File: src/common/cache_ctrl_pkg.sv
package cache_ctrl_pkg;

    // address and mask widths that carry a meaning in the controller
    typedef logic [18:0] cache_addr_t;  // byte address seen by L1 and L2
    typedef logic [31:0] ram_addr_t;    // byte address on the main-memory read port
    typedef logic [15:0] byte_en_t;     // one enable per byte of a 16-byte L2 line

    // main memory sits in a fixed window, the cache address fills the low 19 bits
    localparam logic [12:0] RAM_BASE_PREFIX = 13'b0100_0000_0000_0;

    localparam int LINE_OFFSET_BITS = 4;        // 16-byte line
    localparam int BEATS_PER_LINE   = 4;        // four 32-bit words per line
    localparam logic [3:0] BEAT_BYTE_EN = 4'hF; // one word worth of byte enables

    // who currently owns the single main-memory read port
    typedef enum logic [1:0] {
        OWNER_NONE,
        OWNER_INSTR,
        OWNER_DATA
    } mem_owner_e;

    // per-port read miss sequence
    typedef enum logic [2:0] {
        IDLE,      // waiting for a read request
        LOOKUP,    // L1 tag result is valid here
        L2_WAIT,   // L2 read was issued, its result needs a cycle
        L2_CHECK,  // L2 hit decides between an L1 refill and a memory fill
        FILL,      // waiting for the memory fill to complete
        L1_WR0,    // first half of the 128-bit L1 write
        L1_WR1,    // second half of the 128-bit L1 write
        SETTLE     // wait until L1 reports the line as present
    } miss_state_e;

    // line fill request from a miss handler
    typedef struct packed {
        logic        req;        // held high until the fill is done
        cache_addr_t line_addr;  // line aligned, low offset bits are zero
    } fill_req_t;

    // write strobe towards one L2 port
    typedef struct packed {
        logic     we;  // write enable
        byte_en_t be;  // bytes of the line written in this beat
    } l2_wr_t;

endpackage
File: src/hw/cache_ctrl_top.sv
`timescale 1ns/1ps

module cache_ctrl_top #(
    parameter int MEM_BEAT_CYCLES = 2  // cycles the main memory needs for one 32-bit word
) (
    input  logic                        clk_i,
    input  logic                        rst_i,
    input  logic                        instr_read_i,     // instruction fetch request level
    input  logic                        data_read_i,      // data load request level
    input  cache_ctrl_pkg::cache_addr_t instr_addr_i,
    input  cache_ctrl_pkg::cache_addr_t data_addr_i,
    input  logic                        l1_instr_hit_i,
    input  logic                        l1_data_hit_i,
    input  logic                        l2_p1_hit_i,      // L2 port 1 serves the data side
    input  logic                        l2_p2_hit_i,      // L2 port 2 serves the instruction side
    output logic                        instr_busy_o,
    output logic                        data_busy_o,
    output logic                        miss_o,           // any port is handling a miss
    output logic                        l2_read_p1_o,
    output logic                        l2_read_p2_o,
    output logic                        l1_instr_write_o,
    output logic                        l1_data_write_o,
    output cache_ctrl_pkg::l2_wr_t      l2_wr_p1_o,
    output cache_ctrl_pkg::l2_wr_t      l2_wr_p2_o,
    output logic                        ram_read_o,
    output cache_ctrl_pkg::ram_addr_t   ram_read_addr_o,
    output logic                        l2_fill_start_o   // first beat of a fill, for L2 replacement
);
    cache_ctrl_pkg::fill_req_t  instr_fill_req;  // instruction handler asks for a memory fill
    cache_ctrl_pkg::fill_req_t  data_fill_req;   // data handler asks for a memory fill
    cache_ctrl_pkg::mem_owner_e mem_owner;       // current grant of the memory read port
    logic instr_fill_done;
    logic data_fill_done;
    logic instr_miss;
    logic data_miss;

    assign miss_o = instr_miss | data_miss;

    // instruction side, uses L2 port 2
    l1_miss_handler instr_handler_i (
        .clk_i       (clk_i),
        .rst_i       (rst_i),
        .read_i      (instr_read_i),
        .addr_i      (instr_addr_i),
        .l1_hit_i    (l1_instr_hit_i),
        .l2_hit_i    (l2_p2_hit_i),
        .fill_done_i (instr_fill_done),
        .busy_o      (instr_busy_o),
        .miss_o      (instr_miss),
        .l2_read_o   (l2_read_p2_o),
        .l1_write_o  (l1_instr_write_o),
        .fill_req_o  (instr_fill_req)
    );

    // data side, uses L2 port 1
    l1_miss_handler data_handler_i (
        .clk_i       (clk_i),
        .rst_i       (rst_i),
        .read_i      (data_read_i),
        .addr_i      (data_addr_i),
        .l1_hit_i    (l1_data_hit_i),
        .l2_hit_i    (l2_p1_hit_i),
        .fill_done_i (data_fill_done),
        .busy_o      (data_busy_o),
        .miss_o      (data_miss),
        .l2_read_o   (l2_read_p1_o),
        .l1_write_o  (l1_data_write_o),
        .fill_req_o  (data_fill_req)
    );

    mem_arbiter mem_arbiter_i (
        .clk_i       (clk_i),
        .rst_i       (rst_i),
        .instr_req_i (instr_fill_req),
        .data_req_i  (data_fill_req),
        .owner_o     (mem_owner)
    );

    mem_fill_seq #(
        .MEM_BEAT_CYCLES (MEM_BEAT_CYCLES)
    ) mem_fill_seq_i (
        .clk_i           (clk_i),
        .rst_i           (rst_i),
        .owner_i         (mem_owner),
        .instr_req_i     (instr_fill_req),
        .data_req_i      (data_fill_req),
        .instr_done_o    (instr_fill_done),
        .data_done_o     (data_fill_done),
        .ram_read_o      (ram_read_o),
        .ram_read_addr_o (ram_read_addr_o),
        .l2_fill_start_o (l2_fill_start_o),
        .l2_wr_p1_o      (l2_wr_p1_o),
        .l2_wr_p2_o      (l2_wr_p2_o)
    );

endmodule

File: src/hw/l1_miss_handler.sv
`timescale 1ns/1ps

module l1_miss_handler (
    input  logic                        clk_i,
    input  logic                        rst_i,
    input  logic                        read_i,       // request level, sampled while idle
    input  cache_ctrl_pkg::cache_addr_t addr_i,       // held by the requester until busy drops
    input  logic                        l1_hit_i,     // L1 tag compare for addr_i
    input  logic                        l2_hit_i,     // L2 tag compare, meaningful in L2_CHECK
    input  logic                        fill_done_i,  // memory fill of our line has finished
    output logic                        busy_o,
    output logic                        miss_o,
    output logic                        l2_read_o,
    output logic                        l1_write_o,   // two cycles, one per 64-bit half
    output cache_ctrl_pkg::fill_req_t   fill_req_o
);
    cache_ctrl_pkg::miss_state_e state_q;
    cache_ctrl_pkg::cache_addr_t line_addr_q;  // line being filled, kept for the whole fill
    cache_ctrl_pkg::cache_addr_t line_addr;    // lookup address with the line offset cleared
    logic busy_q;
    logic miss_q;
    logic l2_read_q;
    logic l1_write_q;
    logic fill_req_q;

    assign line_addr = {addr_i[$bits(cache_ctrl_pkg::cache_addr_t)-1:cache_ctrl_pkg::LINE_OFFSET_BITS],
                        {cache_ctrl_pkg::LINE_OFFSET_BITS{1'b0}}};

    always_ff @(posedge clk_i) begin
        if (rst_i) begin
            state_q    <= cache_ctrl_pkg::IDLE;
            busy_q     <= 1'b0;
            miss_q     <= 1'b0;
            l2_read_q  <= 1'b0;
            l1_write_q <= 1'b0;
            fill_req_q <= 1'b0;
        end else begin
            case (state_q)
                cache_ctrl_pkg::IDLE: begin
                    if (read_i) begin
                        busy_q  <= 1'b1;                 // busy from the lookup cycle on
                        state_q <= cache_ctrl_pkg::LOOKUP;
                    end
                end
                cache_ctrl_pkg::LOOKUP: begin
                    if (l1_hit_i) begin
                        busy_q  <= 1'b0;                 // plain hit, nothing else to do
                        state_q <= cache_ctrl_pkg::IDLE;
                    end else begin
                        miss_q    <= 1'b1;
                        l2_read_q <= 1'b1;               // L2 answers one cycle later
                        state_q   <= cache_ctrl_pkg::L2_WAIT;
                    end
                end
                cache_ctrl_pkg::L2_WAIT: begin
                    state_q <= cache_ctrl_pkg::L2_CHECK; // give the L2 block ram its read cycle
                end
                cache_ctrl_pkg::L2_CHECK: begin
                    if (l2_hit_i) begin
                        l1_write_q <= 1'b1;              // line is in L2, copy it up into L1
                        state_q    <= cache_ctrl_pkg::L1_WR0;
                    end else begin
                        fill_req_q  <= 1'b1;             // ask the arbiter for main memory
                        line_addr_q <= line_addr;
                        state_q     <= cache_ctrl_pkg::FILL;
                    end
                end
                cache_ctrl_pkg::FILL: begin
                    // req stays up while the arbiter lets the other port finish first
                    if (fill_done_i) begin
                        fill_req_q <= 1'b0;              // releases the grant
                        l1_write_q <= 1'b1;              // L2 now holds the line
                        state_q    <= cache_ctrl_pkg::L1_WR0;
                    end
                end
                cache_ctrl_pkg::L1_WR0: begin
                    state_q <= cache_ctrl_pkg::L1_WR1;   // L1 ram takes 64 bits per cycle
                end
                cache_ctrl_pkg::L1_WR1: begin
                    l1_write_q <= 1'b0;
                    state_q    <= cache_ctrl_pkg::SETTLE;
                end
                cache_ctrl_pkg::SETTLE: begin
                    if (l1_hit_i) begin
                        busy_q    <= 1'b0;               // the new line is visible in L1
                        miss_q    <= 1'b0;
                        l2_read_q <= 1'b0;
                        state_q   <= cache_ctrl_pkg::IDLE;
                    end
                end
                default: begin
                    state_q <= cache_ctrl_pkg::IDLE;
                end
            endcase
        end
    end

    assign busy_o     = busy_q;
    assign miss_o     = miss_q;
    assign l2_read_o  = l2_read_q;
    assign l1_write_o = l1_write_q;

    // line_addr_q is only looked at while req is high
    assign fill_req_o = '{req: fill_req_q, line_addr: line_addr_q};

endmodule

File: src/mem_port/mem_fill_seq.sv
`timescale 1ns/1ps

module mem_fill_seq #(
    parameter int MEM_BEAT_CYCLES = 2  // cycles per 32-bit memory word
) (
    input  logic                        clk_i,
    input  logic                        rst_i,
    input  cache_ctrl_pkg::mem_owner_e  owner_i,       // grant from the arbiter
    input  cache_ctrl_pkg::fill_req_t   instr_req_i,
    input  cache_ctrl_pkg::fill_req_t   data_req_i,
    output logic                        instr_done_o,  // one-cycle pulse after the last beat
    output logic                        data_done_o,
    output logic                        ram_read_o,
    output cache_ctrl_pkg::ram_addr_t   ram_read_addr_o,
    output logic                        l2_fill_start_o,
    output cache_ctrl_pkg::l2_wr_t      l2_wr_p1_o,    // data side L2 port
    output cache_ctrl_pkg::l2_wr_t      l2_wr_p2_o     // instruction side L2 port
);
    localparam int CYC_W  = (MEM_BEAT_CYCLES > 1) ? $clog2(MEM_BEAT_CYCLES) : 1;
    localparam int BEAT_W = $clog2(cache_ctrl_pkg::BEATS_PER_LINE);

    cache_ctrl_pkg::mem_owner_e  grant_q;       // grant of the last cycle for the edge detect
    cache_ctrl_pkg::mem_owner_e  fill_owner_q;  // port the running fill belongs to
    cache_ctrl_pkg::cache_addr_t line_addr_q;
    cache_ctrl_pkg::cache_addr_t beat_addr;     // line address plus 4 bytes per beat
    cache_ctrl_pkg::byte_en_t    beat_be;
    logic [CYC_W-1:0]            cyc_q;
    logic [BEAT_W-1:0]           beat_q;
    logic active_q;
    logic done_q;
    logic start;
    logic beat_end;
    logic owner_req;

    // request level of the granted port
    assign owner_req = (owner_i == cache_ctrl_pkg::OWNER_INSTR) ? instr_req_i.req : data_req_i.req;
    assign start     = (owner_i != cache_ctrl_pkg::OWNER_NONE)
                     && (grant_q == cache_ctrl_pkg::OWNER_NONE) && owner_req;
    assign beat_end  = (cyc_q == CYC_W'(MEM_BEAT_CYCLES - 1));

    always_ff @(posedge clk_i) begin
        if (rst_i) begin
            grant_q      <= cache_ctrl_pkg::OWNER_NONE;
            fill_owner_q <= cache_ctrl_pkg::OWNER_NONE;
            active_q     <= 1'b0;
            done_q       <= 1'b0;
            cyc_q        <= '0;
            beat_q       <= '0;
        end else begin
            grant_q <= owner_i;
            done_q  <= 1'b0;
            if (start) begin
                active_q     <= 1'b1;          // beat 0 begins in the next cycle
                fill_owner_q <= owner_i;
                cyc_q        <= '0;
                beat_q       <= '0;
            end else if (active_q) begin
                if (!beat_end) begin
                    cyc_q <= cyc_q + 1'b1;
                end else if (beat_q == BEAT_W'(cache_ctrl_pkg::BEATS_PER_LINE - 1)) begin
                    active_q <= 1'b0;          // whole line is in L2
                    done_q   <= 1'b1;
                end else begin
                    cyc_q  <= '0;
                    beat_q <= beat_q + 1'b1;   // next word of the line
                end
            end
        end
    end

    always_ff @(posedge clk_i) begin
        if (start) begin
            line_addr_q <= (owner_i == cache_ctrl_pkg::OWNER_INSTR) ? instr_req_i.line_addr
                                                                     : data_req_i.line_addr;
        end
    end

    assign beat_addr = line_addr_q + cache_ctrl_pkg::cache_addr_t'({beat_q, 2'b00});
    assign beat_be   = cache_ctrl_pkg::byte_en_t'(cache_ctrl_pkg::BEAT_BYTE_EN) << {beat_q, 2'b00};

    assign ram_read_o      = active_q;
    assign ram_read_addr_o = active_q ? {cache_ctrl_pkg::RAM_BASE_PREFIX, beat_addr} : '0;
    assign l2_fill_start_o = active_q && (beat_q == '0) && (cyc_q == '0);

    // byte enables go only to the L2 port of the port that owns the fill
    assign l2_wr_p1_o.we = active_q && (fill_owner_q == cache_ctrl_pkg::OWNER_DATA);
    assign l2_wr_p1_o.be = l2_wr_p1_o.we ? beat_be : '0;
    assign l2_wr_p2_o.we = active_q && (fill_owner_q == cache_ctrl_pkg::OWNER_INSTR);
    assign l2_wr_p2_o.be = l2_wr_p2_o.we ? beat_be : '0;

    assign instr_done_o = done_q && (fill_owner_q == cache_ctrl_pkg::OWNER_INSTR);
    assign data_done_o  = done_q && (fill_owner_q == cache_ctrl_pkg::OWNER_DATA);

endmodule

File: src/mem_port/mem_arbiter.sv
`timescale 1ns/1ps

module mem_arbiter (
    input  logic                       clk_i,
    input  logic                       rst_i,
    input  cache_ctrl_pkg::fill_req_t  instr_req_i,  // fill request of the instruction port
    input  cache_ctrl_pkg::fill_req_t  data_req_i,   // fill request of the data port
    output cache_ctrl_pkg::mem_owner_e owner_o       // port that may use the memory read port
);
    cache_ctrl_pkg::mem_owner_e owner_q;

    // a grant is only given out from NONE, so two fills are always separated by
    // at least one free cycle and the fill sequencer sees a clean edge
    always_ff @(posedge clk_i) begin
        if (rst_i) begin
            owner_q <= cache_ctrl_pkg::OWNER_NONE;
        end else begin
            case (owner_q)
                cache_ctrl_pkg::OWNER_NONE: begin
                    if (instr_req_i.req) begin
                        owner_q <= cache_ctrl_pkg::OWNER_INSTR;  // fetch wins a tie
                    end else if (data_req_i.req) begin
                        owner_q <= cache_ctrl_pkg::OWNER_DATA;
                    end
                end
                cache_ctrl_pkg::OWNER_INSTR: begin
                    if (!instr_req_i.req) begin
                        owner_q <= cache_ctrl_pkg::OWNER_NONE;  // handler released the port
                    end
                end
                cache_ctrl_pkg::OWNER_DATA: begin
                    if (!data_req_i.req) begin
                        owner_q <= cache_ctrl_pkg::OWNER_NONE;
                    end
                end
                default: begin
                    owner_q <= cache_ctrl_pkg::OWNER_NONE;
                end
            endcase
        end
    end

    assign owner_o = owner_q;

endmodule

File: config.mk
export PLATFORM = sky130hd
export DESIGN_NAME = cache_ctrl_top
export DESIGN_NICKNAME = d
export VERILOG_FILES = /design/src/common/cache_ctrl_pkg.sv /design/src/hw/cache_ctrl_top.sv /design/src/hw/l1_miss_handler.sv /design/src/mem_port/mem_fill_seq.sv /design/src/mem_port/mem_arbiter.sv
export SDC_FILE = /design/constraint.sdc
export NUM_CORES = 1
export LEC_CHECK = 0
export BUFFER_PORTS_ARGS = -buffer_cell sky130_fd_sc_hd__buf_2
export CAP_MARGIN = 20
export CELL_PAD_IN_SITES_DETAIL_PLACEMENT = 0
export CELL_PAD_IN_SITES_GLOBAL_PLACEMENT = 1
export CORE_MARGIN = 2
export CORE_UTILIZATION = 36
export CTS_CLUSTER_SIZE = 10
export DETAILED_ROUTE_END_ITERATION = 12
export HOLD_SLACK_MARGIN = 0.03
export PLACE_DENSITY = 0.75
export SLEW_MARGIN = 20
export SYNTH_ARGS = -nofsm -noshare
export SYNTH_HDL_FRONTEND = slang
export SYNTH_SLANG_ARGS = --single-unit
File: constraint.sdc
create_clock -name clk_i -period 4.2 [get_ports clk_i]
set_clock_uncertainty 0.1 [all_clocks]
set_input_delay 0.42 -clock clk_i [delete_from_list [all_inputs] [get_ports clk_i]]
set_output_delay 0.42 -clock clk_i [all_outputs]
set_load 0.02 [all_outputs]
==> reports/metrics.yaml, run 1 <==
pwr:
  clockPowerShare: 0.437
  p_switching_uw: 309
  power_leakage_nw: 1.60
  pwr-share-seq: 0.511
  vdd_drop_max_mv: 0.290
  power_density_nw_per_um2: 392
  comb_power_share: 0.052
  intPower_mw: 1.17
  switching_share: 0.209
clocking:
  numCtsBuffers: 9
  root_buffer: "clkbuf_8"
  cts_resized: 0
  ctsHoldBuffers: 0
  post_cts_buffers: 0
  clock_sinks: 70
  clk_latency_ns: 0.34
  tritoncts: "built"
  htree_levels: 3
  cts_buffer_depth: 2
  clk_pin_slew_ns: 0.07
worst_setup_path:
  crit_path_start_kind: "flop"
  worstPathArrival_ns: 2.11
  max_stage_delay_ns: 0.86
  end_kind: "output port"
  reg2reg_from: "data_handler_i.state_q[1]"
  cp_slowest_cell: "dfxtp_1"
  reg2reg_slack_ns: 2.16
  path_cells: "nor3b_1 -> and2_1 -> buf_2"
  criticalPathCategory: "reg2out"
  rr_worst_depth: 3
  critPathMaxFanout: 26
  rr_endpoint: "data_handler_i.line_addr_q[10]"
  cp.required_ns: 3.68
layout:
  syn2layout_area_growth_pct: 18.3
  fin_area_um2: 3770
  finalNetCount: 387
  final_core_util: 0.437
  drive_above_1_share: 0.365
  antenna-diode-count: 0
floorplan:
  die_y_um: 98.1
  fp.dieW_um: 98.1
  fp.coreArea_um2: 8640
  top_level_ports: 121
  dieArea_um2: 9620
  rows: 34
  start_util: 0.369
global_route:
  grt_max_degree: 27
  first_global_vias: 1948
  antenna_found_initial: 0
  grt_pass1_wl_mm: 9.25
  track_usage: 0.123
  grt_overflow: 0
yosys:
  yosys_warnings: 0
  synthFlopType: "edfxtp_1"
  yosys-top-cells-count: "edfxtp_1 (45), buf_4 (41), and2_1 (25), dfxtp_1 (25), nor2_1 (13)"
  synth_cells: 263
  postSynthAreaPerCell_um2: 12.1
  synth_edf_count: 45
  async_flop_share: 0
  ys_types: 44
  yosysTopAreaCell: "edfxtp_1"
  synth_most_common_cell: "edfxtp_1"
  netlist_area_um2: 3190
  synth_top_area_share: 0.424
  ys_ff_latch: 70
  synthTopCellsByArea: "edfxtp_1 (42%), dfxtp_1 (16%), buf_4 (9.7%)"
  seq_area_frac_synth: 0.581
routing:
  ant_nets: 0
  wl_mm: 5.88
  drt-vias-per-instance: 4.61
  drtIter0Drc: 81
  route.vias.total: 2073
  drc_errors: 0
  routedWlPerCell_um: 13.1
  dr.pass1.iters: 4
place:
  hpwl_mm: 3.97
  dpl_cell_area_um2: 3530
  gp_routability_congestion: 0.774
  numPortBuffers: 98
min_path:
  worstHoldEndpoint: "data_handler_i.line_addr_q[12]"
  hp-start: "data_addr_i[12]"
  hold_depth: 1
  hold_path_class: "in2reg"
sta:
  min_period_over_period: 0.627
  setup-violations-final: 0
  rsz0062_at_grt: "false"
  tns_ns: 0
  relSlewSlack: 0.454
  hold_violations: 0
  fmax_mhz: 380
  slew_violations: 0
  tightestPinTransition_ns: 0.817
  fin_crit_ns: 2.63
flow_run:
  cap_violations: 0
run_status:
  status: "finished clean"
==> how the worst max path moves through the flow <==
stage / from / to / slack, ns / cells after the start
floorplan: instr_handler_i.state_q[1] / instr_handler_i.line_addr_q[10] / 1.53 / 3
global placement: mem_fill_seq_i.ram_read_o / l2_wr_p1_o[0] / 1.94 / 3
detailed placement: mem_fill_seq_i.ram_read_o / l2_wr_p1_o[3] / 1.90 / 3
CTS: mem_fill_seq_i.ram_read_o / l2_wr_p1_o[3] / 1.50 / 3
global route: mem_fill_seq_i.ram_read_o / l2_wr_p1_o[2] / 1.36 / 3
finish: mem_fill_seq_i.ram_read_o / l2_wr_p1_o[3] / 1.57 / 3
==> power by group through the flow <==
stage | registers (mW) | logic (mW) | clock network, mW
2_1_floorplan | 0.765 | 0.0638 | 0
3_3_place_gp | 0.770 | 0.0751 | 0
3_5_place_dp | 0.770 | 0.0765 | 0
4_1_cts | 0.754 | 0.0770 | 0.661
5_1_grt | 0.757 | 0.0841 | 0.691
6_report | 0.754 | 0.0766 | 0.646
==> final cells by class <==
type / count / area [µm²]
clock buffers: 11 / 131
clock inverters: 5 / 108
fillers: 845 / 4860
inverters: 10 / 37.5
multi-input cells: 145 / 995
flip-flops and latches: 70 / 1850
well taps: 108 / 135
repair buffers: 101 / 513
==> metal layers <==
| layer | global-route usage | vias to the layer above | part of all wire |
|---|---|---|---|
| met4 | 0.0609 | 0 | 0.020 |
| met3 | 0.0308 | 10 | 0.071 |
| met1 | 0.149 | 951 | 0.43 |
| met5 | 0 | - | 0 |
| li1 | - | 1023 | - |
| met2 | 0.204 | 89 | 0.48 |
==> cell families after synthesis <==
logic type | share of synthesized area
xor gates and xnor gates | 0.00825
and+or+nand+nor | 0.132
DFF | 0.581
other | 0.00118
buffers and inverters | 0.126
muxes | 0.0593
AOI/OAI and AO/OA | 0.0734
adders and majority gates | 0.0188
==> metrics by stage <==
step | std cells | setup WS (ns) | hold slack, ns | power [mW]
3_3_place_gp | 434 | 1.94 | 0.352 | 0.845
4_1_cts | 450 | 1.50 | 0.133 | 1.49
3_5_place_dp | 434 | 1.90 | 0.356 | 0.846
5_1_grt | 450 | 1.36 | 0.132 | 1.53
2_1_floorplan | 276 | 1.53 | 0.316 | 0.829
6_report | 450 | 1.57 | 0.148 | 1.48
==> layout by cell type, fill, tap and decap left out, types with 6 or more instances in the layout <==
cell type / synthesis / final
a31oi_1: 7 / 7
and2_1: 25 / 25
buf_2: 2 / 98
clkbuf_8: 0 / 9
conb_1: 1 / 14
dfxtp_1: 25 / 25
edfxtp_1: 45 / 45
inv_1: 10 / 10
mux2_1: 9 / 9
mux2_2: 6 / 6
nand2_1: 9 / 9
nor2_1: 13 / 13
==> state kept, by name, summed over array words and instances (netlist names), 2 cells and up <==
name / flops
instr_handler_i.state_q: 3
mem_fill_seq_i.line_addr_q: 15
instr_handler_i.line_addr_q: 15
mem_fill_seq_i.beat_q: 2
data_handler_i.line_addr_q: 15
mem_fill_seq_i.grant_q: 2
mem_arbiter_i.owner_o: 2
data_handler_i.state_q: 3
mem_fill_seq_i.fill_owner_q: 2
==> worst max-delay path, delay by kind of cell (launching register included) <==
kind                   cells  cell delay (ns)
flip-flops                 1             0.86
buffers and inverters      1             0.18
AND/OR/NAND/NOR            2             0.74
No activity file was read; power rests on OpenSTA's default activity.
==> run 2: changes to the inputs <==
CORE_UTILIZATION = 34   (was 36)
PLACE_DENSITY = 0.74   (was 0.75)
clock period = 2.14 ns   (was 4.2 ns; I/O delays follow)
==> reports/metrics.yaml, run 2 (synthesis results as in run 1) <==
layout:
  final_cell_mix: "buf_2 (98), edfxtp_1 (45), dlygate4sd3_1 (32), and2_1 (25), dfxtp_1 (25)"
  finalNetCount: 422  # +9.0%
  reg_top3: "data_handler_i.line_addr_q: 15 flops, instr_handler_i.line_addr_q: 15 flops, mem_fill_seq_i.line_addr_q: 15 flops"
  fin_area_um2: 4120  # +9.1%
  drive_above_1_share: 0.347  # -0.0180
  antenna-diode-count: 0  # unchanged
  syn2layout_area_growth_pct: 29.1
  mostFrequentLayoutCell: "buf_2"
  final_core_util: 0.450  # +0.0129
run_status:
  status: "finished clean"
floorplan:
  fp.coreArea_um2: 9150  # +6.0%
  fp.dieW_um: 101  # +2.8%
  top_level_ports: 121  # unchanged
  dieArea_um2: 10200  # +5.6%
  rows: 35  # +2.9%
  die_y_um: 101  # +2.8%
  start_util: 0.348  # -0.0208
sta:
  setup-violations-final: 0  # unchanged
  min_period_over_period: 0.859
  fin_crit_ns: 1.84
  hold_violations: 0  # unchanged
  fmax_mhz: 544
  rsz0062_at_grt: "false"
  tns_ns: 0  # unchanged
  slew_violations: 0  # unchanged
  setup_ws_ns: 0.301  # -1.26 ns
clocking:
  numCtsBuffers: 9  # unchanged
  htree_levels: 3  # unchanged
  clk_pin_slew_ns: 0.08  # about the same
  root_buffer: "clkbuf_8"
  cts_buffer_depth: 2  # unchanged
  tritoncts: "built"
  clk_latency_ns: 0.35  # about the same
  clock_sinks: 70  # unchanged
worst_setup_path:
  worstPathArrival_ns: 1.53  # -0.58 ns
  crit_path_start_kind: "flop"
  critPathMaxFanout: 5  # -81%
  cp.required_ns: 1.83  # -1.85 ns
  criticalPathCategory: "reg2out"
  end_kind: "output port"
place:
  dpl_cell_area_um2: 3570  # +0.99%
  gp_routability_congestion: 0.773  # -0.12%
  pre_cts_ws_ns: 0.373  # -1.52 ns
  hpwl_mm: 4.11  # +3.5%
  numPortBuffers: 98  # unchanged
min_path:
  hold_path_class: "in2reg"
global_route:
  grt_overflow: 0  # unchanged
  antenna_found_initial: 0  # unchanged
  grt_pass1_wl_mm: 10.5  # +13%
  grt_max_degree: 23  # -15%
  first_global_vias: 2134  # +9.5%
  track_usage: 0.136  # +0.0128
pwr:
  fin_total_pwr_mw: 2.87  # +94%
  power_density_nw_per_um2: 696  # +78%
  vdd_drop_max_mv: 0.485  # +67%
  power_leakage_nw: 1.74  # +8.6%
routing:
  drtIter0Drc: 44  # -46%
  drc_errors: 0  # unchanged
  wl_mm: 6.51  # +11%
  route.vias.total: 2190  # +5.6%
  dr.pass1.iters: 4  # unchanged
  routedWlPerCell_um: 13.3  # +2.1%
  ant_nets: 0  # unchanged
  drt-vias-per-instance: 4.49  # -2.6%
flow_run:
  cap_violations: 0  # unchanged
==> run 2: changes by cell type in the layout (fill, tap and decap cells not counted), sizes merged <==
| cell | before | now |
|---|---|---|
| buf | 101 | 104 |
| bufinv | 3 | 2 |
| dlygate4sd3 | 0 | 32 |
| clkinvlp | 0 | 2 |
| clkinv | 2 | 3 |
| clkbuf | 11 | 9 |
==> run 2: timing repair <==
action / 4_1_cts / 5_1_grt
endpoints found under the hold margin: 32 / 0
setup buffers: 0 / 0
gates resized for setup: 0 / 1
setup endpoints to repair: 0 / 16
hold buffers: 32 / 0
==> run 2: worst paths after layout <==
path,startpoint,depth (start not counted),to,slack (ns)
setup / recovery,mem_fill_seq_i.fill_owner_q[1],4,l2_wr_p1_o[3],0.30
hold / removal,rst_i,3,data_handler_i.fill_req_q,0.07
setup reg to reg,data_handler_i.state_q[0],4,data_handler_i.line_addr_q[4],0.37
hold reg to reg,mem_arbiter_i.owner_o[0],1,mem_arbiter_i.owner_o[1],0.38
==> run 2: final cells by class <==
cell class                 count  area (µm²)
clock buffer                   9         124
timing repair buffer         136         856
tap                          111         139
multi-input combinational    145        1010
fill                         847        5040
sequential                    70        1850
inverter                      10        37.5
clock inverter                 7        98.8
==> run 2: stage by stage <==
step / cells / hold WS, ns
6_report: 488 / 0.0667
2_1_floorplan: 276 / 0.213
5_1_grt: 488 / 0.0525
3_5_place_dp: 440 / 0.292
4_1_cts: 488 / 0.0514
3_3_place_gp: 440 / 0.292
==> run 2: critical path, cell delays in order (launching register included) <==
cell and delay, ns:
dfxtp_1 0.38, inv_1 0.08, nor3b_2 0.31, and2_1 0.23, buf_2 0.18
==> run 2: report_power, final <==
| group | total, mW | internal, mW | switching, mW | leakage [nW] |
|---|---|---|---|---|
| combinational | 0.200 | 0.0999 | 0.0997 | 1.03 |
| clock | 1.18 | 0.659 | 0.526 | 0.106 |
| sequential | 1.48 | 1.45 | 0.0281 | 0.608 |
| total | 2.87 | 2.21 | 0.654 | 1.74 |
==> run 2: metal layers <==
metal  GRT usage  part of all wire  vias up
met5           0                 0        -
met4      0.0537             0.014        0
met3      0.0409             0.057        9
met2       0.223              0.49       81
met1       0.167              0.44     1007
li1            -                 -     1093
==> run 3: changes to the inputs <==
BUFFER_PORTS_ARGS = -buffer_cell sky130_fd_sc_hd__buf_4   (was -buffer_cell sky130_fd_sc_hd__buf_2)
==> reports/metrics.yaml, run 3 (synthesis results as in run 1) <==
layout:
  reg_top3: "data_handler_i.line_addr_q: 15 flops, instr_handler_i.line_addr_q: 15 flops, mem_fill_seq_i.line_addr_q: 15 flops"
  multi_input_area_um2: 1010  # unchanged
  final_core_util: 0.472  # +0.0223
  register_area_um2: 1850  # unchanged
  final_cell_mix: "buf_4 (103), edfxtp_1 (45), dlygate4sd3_1 (32), and2_1 (25), dfxtp_1 (25)"
  finalNetCount: 421  # -0.24%
  syn2layout_area_growth_pct: 35.5
  mostFrequentLayoutCell: "buf_4"
  drive_above_1_share: 0.343  # -0.00439
  antenna-diode-count: 0  # unchanged
  nFillCells: 796  # -6.0%
floorplan:
  start_util: 0.348  # unchanged
  die_y_um: 101  # unchanged
  fp.dieW_um: 101  # unchanged
  top_level_ports: 121  # unchanged
  rows: 35  # unchanged
  fp.coreArea_um2: 9150  # unchanged
  dieArea_um2: 10200  # unchanged
worst_setup_path:
  cp.required_ns: 1.83  # about the same
  critPathMaxFanout: 5  # unchanged
  rr_worst_depth: 4  # unchanged
  crit_start: "mem_fill_seq_i.fill_owner_q[1]"
  end_kind: "output port"
  reg2reg_from: "data_handler_i.state_q[0]"
  crit_path_start_kind: "flop"
  worstPathArrival_ns: 1.54  # about the same
  reg2reg_slack_ns: 0.38  # about the same
  crit_path_end: "l2_wr_p1_o[1]"
  rr_endpoint: "data_handler_i.line_addr_q[9]"
  criticalPathCategory: "reg2out"
pwr:
  vdd_drop_max_mv: 0.411  # -15%
  switching_share: 0.229  # +0.000634
  clockPowerShare: 0.376  # -0.037
  pwr-share-seq: 0.543  # +0.026
  fin_total_pwr_mw: 2.73  # -4.7%
  power_density_nw_per_um2: 632  # -9.2%
  power_leakage_nw: 1.75  # +0.64%
  comb_power_share: 0.082  # +0.012
  p_switching_uw: 625  # -4.4%
  intPower_mw: 2.11  # -4.7%
routing:
  drtIter0Drc: 58  # +32%
  route.vias.total: 2206  # +0.73%
  routedWlPerCell_um: 13.0  # -2.3%
  drt-vias-per-instance: 4.53  # +0.94%
  drc_errors: 0  # unchanged
  ant_nets: 0  # unchanged
  dr.pass1.iters: 4  # unchanged
  wl_mm: 6.34  # -2.5%
sta:
  tns_ns: 0  # unchanged
  hold_violations: 0  # unchanged
  fmax_mhz: 539  # -0.82%
  setup-violations-final: 0  # unchanged
  fin_crit_ns: 1.85  # +0.0152 ns
  slew_violations: 0  # unchanged
  min_period_over_period: 0.866  # +0.00709
  rsz0062_at_grt: "false"
clocking:
  clk_latency_ns: 0.34  # about the same
  cts_buffer_depth: 2  # unchanged
  root_buffer: "clkbuf_8"
  htree_levels: 3  # unchanged
  clk_pin_slew_ns: 0.07  # about the same
  clock_sinks: 70  # unchanged
  numCtsBuffers: 9  # unchanged
  tritoncts: "built"
global_route:
  first_global_vias: 2044  # -4.2%
  antenna_found_initial: 0  # unchanged
  track_usage: 0.131  # -0.00495
  grt_pass1_wl_mm: 10.1  # -3.4%
  grt_overflow: 0  # unchanged
  grt_max_degree: 23  # unchanged
place:
  numPortBuffers: 98  # unchanged
  gp_routability_congestion: 0.768  # -0.66%
  hpwl_mm: 4.29  # +4.6%
run_status:
  status: "finished clean"
min_path:
  hold_path_class: "in2reg"
  hold_depth: 3  # unchanged
flow_run:
  cap_violations: 0  # unchanged
==> run 3: how the worst min path moves through the flow <==
stage | start | to
after floorplan | data_addr_i[10] | data_handler_i.line_addr_q[10]
after detailed placement | data_addr_i[8] | data_handler_i.line_addr_q[8]
after global placement | data_addr_i[4] | data_handler_i.line_addr_q[4]
after CTS | l2_p1_hit_i | data_handler_i.fill_req_q
after global routing | l2_p1_hit_i | data_handler_i.fill_req_q
final | l2_p1_hit_i | data_handler_i.fill_req_q
==> run 3: power groups by stage <==
stage | clock (mW) | sequential (mW) | combinational, mW
global route | 1.13 | 1.49 | 0.244
detailed placement | 0 | 1.51 | 0.176
floorplan | 0 | 1.50 | 0.126
global placement | 0 | 1.51 | 0.175
finish | 1.03 | 1.48 | 0.223
CTS | 1.06 | 1.48 | 0.223
==> run 3: worst max-delay path: stages (launching register included) <==
cell	delay, ns
dfxtp_1	0.38
inv_1	0.08
nor3b_2	0.32
and2_1	0.25
buf_4	0.17
==> run 3: final cells by class <==
| class | instances | share of cell area |
|---|---|---|
| multi-input cells | 145 | 0.233 |
| inverters | 10 | 0.00869 |
| flip-flops and latches | 70 | 0.429 |
| well taps | 111 | 0.0322 |
| repair buffers | 135 | 0.253 |
| clock inverters | 7 | 0.0151 |
| clock buffers | 9 | 0.0287 |
==> run 3: metrics by stage <==
| stage | std cells | instance area (µm²) | setup slack (ns) | hold slack, ns |
|---|---|---|---|---|
| 2_1_floorplan | 276 | 3250 | 0.0252 | 0.213 |
| 3_5_place_dp | 439 | 3800 | 0.396 | 0.293 |
| 4_1_cts | 487 | 4310 | 0.0372 | 0.0688 |
| 3_3_place_gp | 439 | 3800 | 0.374 | 0.293 |
| 6_report | 487 | 4320 | 0.286 | 0.0873 |
| 5_1_grt | 487 | 4320 | 0.139 | 0.0869 |
==> run 3: routing by layer <==
layer,wire length [µm],vias to the layer above,GRT usage
li1,-,1094,-
met1,2840,1017,0.171
met2,3040,87,0.206
met3,395,8,0.0388
met4,61,0,0.0474
met5,0,-,0
==> run 3: what timing repair did <==
item,in CTS,in global routing
hold endpoints to repair,32,0
hold buffers,32,0
setup buffers,0,0
resized for setup,0,1
setup endpoints to repair,0,16
